[src/common/commit_pkg.sv]
// commit stage shared definitions
package commit_pkg;

  // --------------------------------------------------------------------------
  // widths and sizes
  // --------------------------------------------------------------------------
  // integer register width
  localparam int unsigned XLEN            = 64;
  // program counter width
  localparam int unsigned VLEN            = 64;
  // scoreboard transaction id width
  localparam int unsigned TRANS_ID_BITS   = 3;
  // the follow-port rules assume exactly two ports
  localparam int unsigned NR_COMMIT_PORTS = 2;
  // accrued fp exception flags (NV DZ OF UF NX)
  localparam int unsigned FFLAGS_BITS     = 5;

  // --------------------------------------------------------------------------
  // unit and operation codes
  // --------------------------------------------------------------------------
  // functional unit that executed the entry
  typedef enum logic [2:0] {
    NONE, ALU, LOAD, STORE, CTRL_FLOW, MULT, CSR, FPU
  } fu_e;

  // only the operations retirement has to tell apart
  typedef enum logic [3:0] {
    OP_OTHER, OP_FENCE, OP_FENCE_I, OP_AMO,
    CSR_NOP, CSR_WRITE, CSR_SET, CSR_CLEAR
  } op_e;

  // --------------------------------------------------------------------------
  // packed payloads
  // --------------------------------------------------------------------------
  // synchronous trap raised somewhere in the pipeline
  typedef struct packed {
    logic            valid;
    logic [XLEN-1:0] cause;
    logic [XLEN-1:0] tval;
  } exception_t;

  // one scoreboard entry offered for retirement
  typedef struct packed {
    logic                     valid;
    logic [VLEN-1:0]          pc;
    logic [TRANS_ID_BITS-1:0] trans_id;
    fu_e                      fu;
    op_e                      op;
    logic [4:0]               rd;
    logic                     rd_is_fpr;
    logic [XLEN-1:0]          result;
    exception_t               ex;
  } sb_entry_t;

  // one register file write port
  typedef struct packed {
    logic            we_gpr;
    logic            we_fpr;
    logic [4:0]      waddr;
    logic [XLEN-1:0] wdata;
  } rf_write_t;

  // request towards the csr file
  typedef struct packed {
    op_e             op;
    logic [XLEN-1:0] wdata;
  } csr_req_t;

  // atomic memory operation response from the data cache
  typedef struct packed {
    logic            ack;
    logic [XLEN-1:0] result;
  } amo_resp_t;

endpackage

[src/commit/commit_lead.sv]
// commit port 0 retirement
`timescale 1ns/1ps

module commit_lead #(
  parameter bit FP_PRESENT  = 1'b1,
  parameter bit AMO_PRESENT = 1'b1
) (
  input  commit_pkg::sb_entry_t       instr_i,
  input  logic                        drop_i,
  input  logic                        halt_i,
  input  logic                        lsu_ready_i,
  input  logic                        no_st_pending_i,
  input  commit_pkg::amo_resp_t       amo_resp_i,
  input  logic [commit_pkg::XLEN-1:0] csr_rdata_i,
  input  logic                        csr_exception_valid_i,
  output logic                        ack_o,
  output commit_pkg::rf_write_t       wr_o,
  output logic                        pair_ok_o,
  output commit_pkg::csr_req_t        csr_req_o,
  output logic                        commit_csr_o,
  output logic                        commit_lsu_o,
  output logic                        amo_valid_o,
  output logic                        fence_o,
  output logic                        fence_i_o,
  output logic                        flush_o
);

  logic is_amo;
  logic amo_done;

  // atomics only exist when the A extension is built in
  assign is_amo   = AMO_PRESENT && (instr_i.op == commit_pkg::OP_AMO);
  assign amo_done = AMO_PRESENT && amo_resp_i.ack;

  // --------------------------------------------------------------------------
  // retirement decision
  // --------------------------------------------------------------------------
  always_comb begin
    ack_o           = 1'b0;
    wr_o.we_gpr     = 1'b0;
    wr_o.we_fpr     = 1'b0;
    wr_o.waddr      = instr_i.rd;
    wr_o.wdata      = instr_i.result;
    // csr nop unless a csr instruction retires
    csr_req_o.op    = commit_pkg::CSR_NOP;
    csr_req_o.wdata = '0;
    commit_csr_o    = 1'b0;
    commit_lsu_o    = 1'b0;
    amo_valid_o     = 1'b0;
    fence_o         = 1'b0;
    fence_i_o       = 1'b0;
    flush_o         = 1'b0;

    // a halt request freezes retirement
    if (instr_i.valid && !halt_i) begin
      if (instr_i.ex.valid) begin
        // faulting entry only leaves when squashed
        ack_o = drop_i;
      end else begin
        ack_o = 1'b1;
        if (!drop_i) begin
          if (FP_PRESENT && instr_i.rd_is_fpr) begin
            wr_o.we_fpr = 1'b1;
          end else begin
            wr_o.we_gpr = 1'b1;
          end
        end

        // store buffer full, entry stays offered
        if (instr_i.fu == commit_pkg::STORE && !is_amo) begin
          if (lsu_ready_i) begin
            commit_lsu_o = 1'b1;
          end else begin
            ack_o = 1'b0;
          end
        end

        // csr access, the csr file may still refuse it
        if (instr_i.fu == commit_pkg::CSR) begin
          csr_req_o.op    = instr_i.op;
          csr_req_o.wdata = instr_i.result;
          if (!drop_i) begin
            if (!csr_exception_valid_i) begin
              commit_csr_o = 1'b1;
              wr_o.wdata   = csr_rdata_i;
            end else begin
              ack_o       = 1'b0;
              wr_o.we_gpr = 1'b0;
            end
          end
        end

        // fence.i waits for the store buffer to drain
        if (instr_i.op == commit_pkg::OP_FENCE_I && !drop_i) begin
          ack_o     = no_st_pending_i;
          fence_i_o = no_st_pending_i;
        end

        // same for a plain fence
        if (instr_i.op == commit_pkg::OP_FENCE && !drop_i) begin
          ack_o   = no_st_pending_i;
          fence_o = no_st_pending_i;
        end

        // amo retires with the cache response and flushes the pipe
        if (is_amo) begin
          amo_valid_o = 1'b1;
          ack_o       = amo_resp_i.ack;
          flush_o     = amo_resp_i.ack;
          wr_o.we_gpr = amo_resp_i.ack;
        end
      end
    end

    // amo result has the highest write data priority
    if (amo_done) begin
      wr_o.wdata = amo_resp_i.result;
    end
  end

  // port 1 may only follow plain instructions
  assign pair_ok_o = ack_o && (instr_i.fu != commit_pkg::CSR) && !is_amo;

endmodule

[src/commit/commit_follow.sv]
// commit port 1 dual retirement
`timescale 1ns/1ps

module commit_follow #(
  parameter bit FP_PRESENT = 1'b1
) (
  input  commit_pkg::sb_entry_t instr_i,
  input  logic                  drop_i,
  input  logic                  pair_ok_i,
  input  logic                  single_step_i,
  output logic                  ack_o,
  output commit_pkg::rf_write_t wr_o
);

  logic unit_ok;
  logic writes;

  // --------------------------------------------------------------------------
  // pairing rules
  // --------------------------------------------------------------------------
  // units whose results need no side effect beyond the register file
  assign unit_ok = instr_i.fu inside {commit_pkg::ALU, commit_pkg::LOAD,
                                      commit_pkg::CTRL_FLOW, commit_pkg::MULT,
                                      commit_pkg::FPU};

  // pair_ok_i already covers halt and a retiring port 0
  // single step keeps retirement to one entry per cycle
  assign ack_o = pair_ok_i && !single_step_i && instr_i.valid
                 && !instr_i.ex.valid && unit_ok;

  // a squashed entry retires without touching the register file
  assign writes = ack_o && !drop_i;

  // --------------------------------------------------------------------------
  // register file write
  // --------------------------------------------------------------------------
  always_comb begin
    wr_o.waddr  = instr_i.rd;
    wr_o.wdata  = instr_i.result;
    wr_o.we_gpr = 1'b0;
    wr_o.we_fpr = 1'b0;
    if (writes) begin
      // fp destination only when the fp register file exists
      if (FP_PRESENT && instr_i.rd_is_fpr) begin
        wr_o.we_fpr = 1'b1;
      end else begin
        wr_o.we_gpr = 1'b1;
      end
    end
  end

endmodule

[src/commit_exception.sv]
// commit exception select
`timescale 1ns/1ps

module commit_exception (
  input  commit_pkg::sb_entry_t  instr_i,
  input  logic                   drop_i,
  input  logic                   halt_i,
  input  commit_pkg::exception_t csr_exception_i,
  output commit_pkg::exception_t exception_o
);

  // interrupts are ranked inside the csr file
  // only synchronous traps are ordered here
  always_comb begin
    exception_o = '0;

    // needs a live entry at the head of the scoreboard
    if (instr_i.valid && !drop_i) begin
      // csr access fault, tval comes from the entry itself
      if (csr_exception_i.valid) begin
        exception_o      = csr_exception_i;
        exception_o.tval = instr_i.ex.tval;
      end

      // earlier pipeline exception wins
      if (instr_i.ex.valid) begin
        exception_o = instr_i.ex;
      end
    end

    // no trap is taken while halted
    if (halt_i) begin
      exception_o.valid = 1'b0;
    end
  end

endmodule

[src/fp_status.sv]
// floating point status
`timescale 1ns/1ps

module fp_status #(
  parameter bit FP_PRESENT = 1'b1
) (
  input  logic                                                clk_i,
  input  logic                                                arst_n_i,
  input  logic                                                clr_i,
  input  logic [commit_pkg::NR_COMMIT_PORTS-1:0]              ack_i,
  input  commit_pkg::sb_entry_t [commit_pkg::NR_COMMIT_PORTS-1:0] instr_i,
  input  logic [commit_pkg::NR_COMMIT_PORTS-1:0]              drop_i,
  output logic [commit_pkg::FFLAGS_BITS-1:0]                  fflags_o,
  output logic                                                fs_dirty_o
);

  logic [commit_pkg::FFLAGS_BITS-1:0] flags_set;
  logic                               dirty_set;
  logic [commit_pkg::FFLAGS_BITS-1:0] fflags_q;
  logic                               dirty_q;

  // --------------------------------------------------------------------------
  // retired fp work this cycle
  // --------------------------------------------------------------------------
  always_comb begin
    flags_set = '0;
    dirty_set = 1'b0;
    for (int i = 0; i < commit_pkg::NR_COMMIT_PORTS; i++) begin
      // fpu carries its flags in the low cause bits
      if (ack_i[i] && instr_i[i].fu == commit_pkg::FPU) begin
        dirty_set = 1'b1;
        if (!drop_i[i]) begin
          flags_set |= instr_i[i].ex.cause[commit_pkg::FFLAGS_BITS-1:0];
        end
      end
      // any fpr write dirties the fp state too
      if (ack_i[i] && !drop_i[i] && instr_i[i].rd_is_fpr) begin
        dirty_set = 1'b1;
      end
    end
    // without an fpu nothing ever sets
    if (!FP_PRESENT) begin
      flags_set = '0;
      dirty_set = 1'b0;
    end
  end

  // sticky state, clear beats a same-cycle update
  always_ff @(posedge clk_i or negedge arst_n_i) begin
    if (!arst_n_i) begin
      fflags_q <= '0;
      dirty_q  <= 1'b0;
    end else if (clr_i) begin
      fflags_q <= '0;
      dirty_q  <= 1'b0;
    end else begin
      fflags_q <= fflags_q | flags_set;
      dirty_q  <= dirty_q | dirty_set;
    end
  end

  assign fflags_o   = fflags_q;
  assign fs_dirty_o = dirty_q;

endmodule

[src/commit_stage.sv]
// commit stage top
`timescale 1ns/1ps

module commit_stage #(
  parameter bit FP_PRESENT  = 1'b1,
  parameter bit AMO_PRESENT = 1'b1
) (
  input  logic                                                clk_i,
  input  logic                                                arst_n_i,
  // issue side
  input  commit_pkg::sb_entry_t [commit_pkg::NR_COMMIT_PORTS-1:0] commit_instr_i,
  input  logic [commit_pkg::NR_COMMIT_PORTS-1:0]              commit_drop_i,
  // controller
  input  logic                                                halt_i,
  input  logic                                                single_step_i,
  // load/store unit and cache
  input  logic                                                commit_lsu_ready_i,
  input  logic                                                no_st_pending_i,
  input  commit_pkg::amo_resp_t                               amo_resp_i,
  // csr file
  input  logic [commit_pkg::XLEN-1:0]                         csr_rdata_i,
  input  commit_pkg::exception_t                              csr_exception_i,
  input  logic                                                fp_status_clr_i,
  output logic [commit_pkg::NR_COMMIT_PORTS-1:0]              commit_ack_o,
  output commit_pkg::rf_write_t [commit_pkg::NR_COMMIT_PORTS-1:0] wb_o,
  output commit_pkg::csr_req_t                                csr_req_o,
  output logic                                                commit_csr_o,
  output logic                                                commit_lsu_o,
  output logic                                                amo_valid_commit_o,
  output logic                                                fence_o,
  output logic                                                fence_i_o,
  output logic                                                flush_commit_o,
  output commit_pkg::exception_t                              exception_o,
  output logic [commit_pkg::VLEN-1:0]                         pc_o,
  output logic [commit_pkg::TRANS_ID_BITS-1:0]                commit_tran_id_o,
  output logic [commit_pkg::FFLAGS_BITS-1:0]                  fflags_o,
  output logic                                                fs_dirty_o
);

  // port 0 retires a plain instruction, port 1 may join
  logic pair_ok;

  // --------------------------------------------------------------------------
  // decision chain, lead then follow
  // --------------------------------------------------------------------------
  commit_lead #(
    .FP_PRESENT (FP_PRESENT),
    .AMO_PRESENT(AMO_PRESENT)
  ) i_commit_lead (
    .instr_i              (commit_instr_i[0]),
    .drop_i               (commit_drop_i[0]),
    .halt_i               (halt_i),
    .lsu_ready_i          (commit_lsu_ready_i),
    .no_st_pending_i      (no_st_pending_i),
    .amo_resp_i           (amo_resp_i),
    .csr_rdata_i          (csr_rdata_i),
    .csr_exception_valid_i(csr_exception_i.valid),
    .ack_o                (commit_ack_o[0]),
    .wr_o                 (wb_o[0]),
    .pair_ok_o            (pair_ok),
    .csr_req_o            (csr_req_o),
    .commit_csr_o         (commit_csr_o),
    .commit_lsu_o         (commit_lsu_o),
    .amo_valid_o          (amo_valid_commit_o),
    .fence_o              (fence_o),
    .fence_i_o            (fence_i_o),
    .flush_o              (flush_commit_o)
  );

  commit_follow #(
    .FP_PRESENT(FP_PRESENT)
  ) i_commit_follow (
    .instr_i      (commit_instr_i[1]),
    .drop_i       (commit_drop_i[1]),
    .pair_ok_i    (pair_ok),
    .single_step_i(single_step_i),
    .ack_o        (commit_ack_o[1]),
    .wr_o         (wb_o[1])
  );

  // --------------------------------------------------------------------------
  // trap select and fp status
  // --------------------------------------------------------------------------
  commit_exception i_commit_exception (
    .instr_i        (commit_instr_i[0]),
    .drop_i         (commit_drop_i[0]),
    .halt_i         (halt_i),
    .csr_exception_i(csr_exception_i),
    .exception_o    (exception_o)
  );

  fp_status #(
    .FP_PRESENT(FP_PRESENT)
  ) i_fp_status (
    .clk_i     (clk_i),
    .arst_n_i  (arst_n_i),
    .clr_i     (fp_status_clr_i),
    .ack_i     (commit_ack_o),
    .instr_i   (commit_instr_i),
    .drop_i    (commit_drop_i),
    .fflags_o  (fflags_o),
    .fs_dirty_o(fs_dirty_o)
  );

  // head of the scoreboard identifies the retiring instruction
  assign pc_o             = commit_instr_i[0].pc;
  assign commit_tran_id_o = commit_instr_i[0].trans_id;

endmodule

[config.mk]
export PLATFORM = sky130hd
export DESIGN_NAME = commit_stage
export DESIGN_NICKNAME = d
export VERILOG_FILES = /design/src/common/commit_pkg.sv /design/src/commit/commit_lead.sv /design/src/commit/commit_follow.sv /design/src/commit_exception.sv /design/src/fp_status.sv /design/src/commit_stage.sv
export SDC_FILE = /design/constraint.sdc
export NUM_CORES = 1
export LEC_CHECK = 0
export BUFFER_PORTS_ARGS = -buffer_cell sky130_fd_sc_hd__buf_4
export CELL_PAD_IN_SITES_DETAIL_PLACEMENT = 1
export CELL_PAD_IN_SITES_GLOBAL_PLACEMENT = 1
export CORE_AREA = 4 4 474 476
export CTS_CLUSTER_DIAMETER = 40
export DETAILED_ROUTE_END_ITERATION = 16
export DIE_AREA = 0 0 478 480
export GPL_ROUTABILITY_DRIVEN = 0
export PLACE_DENSITY = 0.3
export SLEW_MARGIN = 20
export SYNTH_ARGS = -nofsm -noshare
export SYNTH_HDL_FRONTEND = slang
export SYNTH_SLANG_ARGS = --single-unit
[constraint.sdc]
create_clock -name clk_i -period 1.84 [get_ports clk_i]
set_clock_uncertainty 0.05 [all_clocks]
set_input_delay 0.092 -clock clk_i [delete_from_list [all_inputs] [get_ports clk_i]]
set_output_delay 0.092 -clock clk_i [all_outputs]
set_load 0.05 [all_outputs]
== Yosys cells after proc, flatten, opt, wreduce, memory -nomap -nowiden ==
Cells that the tools add are included.
Operators by class
  bitwise gates (word level): 3
  reduce and logical (&&, ||, !) cells: 24
  eq/ne operators: 12
  multiplexer cells: 65
Operator list (count)
  129-bit two-way mux: 3
  64-bit two-way mux: 6
  68-bit two-way mux: 3
  1-bit two-way mux: 44
  5-bit two-way mux: 5
  1-bit logical AND: 17
  3-bit equality test (second input constant): 5
  5-bit bitwise OR: 2
  4-bit by 2-bit equality test with 1-bit output (second input constant): 2
  2-bit two-way mux: 4
  3-bit by 2-bit equality test with 1-bit output (second input constant): 2
  1-bit logical NOT: 6
  5-bit nonzero test: 1
  4-bit by 1-bit equality test with 1-bit output (second input constant): 1
  3-bit by 1-bit equality test with 1-bit output (second input constant): 1
  3-bit inequality test (second input constant): 1
  1-bit bitwise OR: 1
Word-level totals
  input bits: 815
  bits in registers: 6
  word-level logic and storage cells: 106
  output and inout bits: 420

== Longest topological paths before layout ==
  depth after elaboration: 23
  mapped depth: 7
  gate-level depth less buffers: 5

== Cells and area by module ==
A second synthesis with hierarchy kept.
Unflattened totals
  cell total of the unflattened synthesis: 807
  area, all modules: 5502.8 µm²
By module, submodules not included
  commit_lead: area each 2107.0 µm², times used 1, cells an instance 332, seq. area each 0.0 µm²
  commit_exception: area each 2018.2 µm², times used 1, cells an instance 301, seq. area each 0.0 µm²
  commit_follow: area each 573.0 µm², times used 1, cells an instance 76, seq. area each 0.0 µm²
  commit_stage: area each 503.0 µm², times used 1, cells an instance 67, seq. area each 0.0 µm²
  fp_status: area each 301.5 µm², times used 1, cells an instance 31, seq. area each 150.1 µm²

== Worst setup path before layout ==
Ideal clock, no wire load.
  kind: input -> output
  start point: in commit_instr_i[128] (netlist name)
  end point: out wb_o[54] (netlist name)
  buffers on the path: 2
  slack: -667 ps
  data arrival time: 2365 ps
  stages on the path: 6
  path through: clkbuf_1 > nor2_1 > nor4b_1 > buf_2 > mux2i_1 > o21ai_0
RTL lines
  start: declaration: line commit_stage.sv:11  | input commit_pkg::sb_entry_t [commit_pkg::NR_COMMIT_PORTS-1:0] commit_instr_i,
  end: declaration: line commit_stage.sv:25  | output commit_pkg::rf_write_t [commit_pkg::NR_COMMIT_PORTS-1:0] wb_o,

==> impl_results.md <==
- Most used cell, CP: buf_12
- First-pass GRT wire length: 151000 um
- Iteration-0 DRC Markers: 234
- GRT Total Usage: 10.7%
- Post-synthesis xor/xnor area fraction: 0.371%
- CP Cell Sequence: buf_6 -> nand3b_1 -> nor4b_4 -> buf_12 -> buf_12 -> mux2i_2 -> o21ai_4 -> buf_4
- Crit Path Max Fanout: 15
- Yosys cell types: 40
- Area delta synth->final: 234%
- Period utilization: 108%
- Post-synthesis sequential area ratio: 3.18%
- Post-Syn Area: 4720 um^2
- Top delay family on crit path: buffers and inverters
- Via/cell ratio: 1.95
- PnR worst setup slack: -148 ps
- Net Count, Synth: 1556
- Post-synthesis compound-gate area fraction: 20.3%
- Standard-cell rows: 173
- Grt ovf: 0
- Initial antenna violation count: 75
- Most common cell after layout, fill and taps aside: buf_4
- Core Util, Final: 7.12%
- Clk Latency, worst-skew pair: 230 ps
- Clock sink count: 6
- IO Pins: 1235
- Root buffer cell: clkbuf_16
- RR Endpoint: i_fp_status.fflags_o[1]
- Initial Util: 2.13%
- Hold WS: 59.2 ps
- Fraction of synthesized area in multiplexers: 13.6%
- Clk pwr share: 8.5%
- Final WL: 130000 um
- Synthesized flop and latch total: 6
- Hold WC Path Type: in -> reg
- Combinational share of power: 88.4%
- CTS tree: yes
- Slowest stage cell, crit path: nor4b_4
- Violated checks: negative setup slack
- Max cap viols: 0
- Final hold vios: 0
- Reg2Reg Depth: 3
- Tmin final: 1990 ps
- RSZ-0062 raised after global routing: yes
- Fraction of registers with async set or reset after synthesis: 100%
- WP depth: 8
- Detailed placement HPWL: 122000 um
- Antenna Nets Post-Route: 0
- Internal power: 1.89 mW
- Data arrival, critical path: 1850 ps
- Final #Nets: 2206
- Largest family of logic cells by synthesized area: simple AND/OR/NAND/NOR gates
- Critical Path Sink Type: output pin
- Beginning of the critical path: commit_instr_i[203]
- Critical path type: in -> out
- Switching pwr: 2.43 mW
- Maximum vdd ir drop: 198 uV
- Setup violators final: 84
- Die area: 229000 um^2
- R2r startpoint: i_fp_status.fflags_o[1]
- Worst reg2reg setup slack: 790 ps
- Min-delay src: commit_instr_i[340]
- IO buf count: 694
- Final Power: 4.32 mW
- Via count: 8536
- DRT Pass-1 Iters: 4
- Clock tree buffer depth: 2
- Syn Inst Count: 741
- Pins Over Slew Limit: 0
- # DRC: 0
- Die Height: 480 um
- Crit path capture: wb_o[58]
- Number of global-route vias before repair: 9403
- PwrDens: 274 nW/um^2
- Warnings from Yosys: 0
- Die width: 478 um
- Simple-gate area share of the yosys netlist: 33.6%
- FILL cells: 26376
- Status: finished with violations
- DR WL/cell: 29.7 um
- Buf+Inv Stages, Crit Path: 4
- Synth Flop Type: dfrtp_1
- Worst Tran Pin Value: 576 ps
- Post-synth EDFFs: 0
- Slew headroom: 61.6%
- Commonest cells after routing, fill and taps aside: buf_4, and2_1, nand2_1
- Num CTS Buffers: 3
- Share of cells above drive strength 1: 78.4%
- Net Sw Frac: 56.3%
- Total core area: 221000 um^2
- Worst path max stage delay: 340 ps
- Synth Area in Adders: 0.212%
- Htree depth: 1
- Synth Area per Inst: 6.36 um^2
- Crit start category: primary input
- Sequential fraction of design power: 3.2%
- Fmax: 0.503 GHz
- Clock transition at path regs: 40 ps
- Leak: 5.99 nW
- Largest net degree at the start of global routing: 56
- CP required: 1700 ps
-- power by group through the flow --
stage	registers (mW)	logic, mW	clock network (mW)
6_report	0.136	3.82	0.366
5_1_grt	0.137	4.08	0.370
2_1_floorplan	0.141	2.29	0
3_5_place_dp	0.138	3.75	0
3_3_place_gp	0.138	3.75	0
4_1_cts	0.137	3.88	0.362
-- area by class of cell --
class	instances	area (um^2)	share of cell area, %
Clock buffer	3	75.1	0.477
Timing Repair Buffer	845	7120	45.3
Multi-Input combinational cell	525	4580	29.1
Sequential cell	6	150	0.954
Tap cell	2975	3720	23.7
Inverter	10	40.0	0.254
Antenna cell	17	42.5	0.270
-- registers in the layout, indices dropped and copies added, names as in the netlist --
register	count
i_fp_status.fs_dirty_o	1
i_fp_status.fflags_o	5
-- worst reg2reg max path, stage by stage (launching register included) --
cell and delay, ps:
dfrtp_1 470, nor2b_1 190, a41oi_2 150, o21ai_1 80
-- cells by family (layout without fill, tap and decap cells) --
kind of cell | Yosys count | after routing
other cells | 0 | 17
xor+xnor | 2 | 2
simple gates | 310 | 310
fa+ha+maj | 1 | 1
flops | 6 | 6
compound gates | 148 | 148
mux | 64 | 64
buf+inv | 210 | 858
-- metrics by stage --
step                      cells  instance area (um^2)  setup TNS (ps)  setup slack [ps]
after floorplan             741                  5550            -294              -294
after global placement     4345                 14500          -19350              -297
after detailed placement   4345                 14500          -18350              -303
after CTS                  4355                 15000          -10570              -204
after global routing       4367                 15700          -14910              -205
final                      4381                 15700           -6440              -148
-- synthesized netlist by cell type, drive strengths merged (2+ instances only) --
master	n	area [um^2]
nor2	73	274
clkbuf	44	165
and2	131	820
nand2	72	270
o21ai	70	350
nor3	8	40.0
dfrtp	6	150
a21oi	4	20.0
nor2b	7	43.8
inv	10	37.5
a22oi	63	473
and3	2	13.8
buf	156	1150
a41oi	5	43.8
nand3	6	30.0
mux2i	64	641
xor2	2	17.5
nor3b	2	15.0
-- metal layers --
metal  wire length (um)  GRT usage, %
met5                 42             0
met4               3770          2.23
met3              22200          8.11
met2              58600          17.4
met1              45700          11.0
-- how the worst min path moves through the flow --
stage                                          to  cells after the start  slack (ps)
after floorplan           i_fp_status.fflags_o[0]                      0        -250
after global placement    i_fp_status.fflags_o[1]                      1        -130
after detailed placement  i_fp_status.fflags_o[1]                      1        -130
after CTS                 i_fp_status.fflags_o[2]                      3          70
after global routing      i_fp_status.fflags_o[2]                      3          80
final                     i_fp_status.fflags_o[2]                      3          60
-- timing repair --
action,CTS,global route
endpoints found under the setup margin,106,82
setup buffers,4,10
hold endpoints to repair,6,0
hold buffers,1,0
gates resized for setup,85,162
gates cloned,2,1
pin swaps,4,15
No activity file was read; power rests on OpenSTA's default activity.
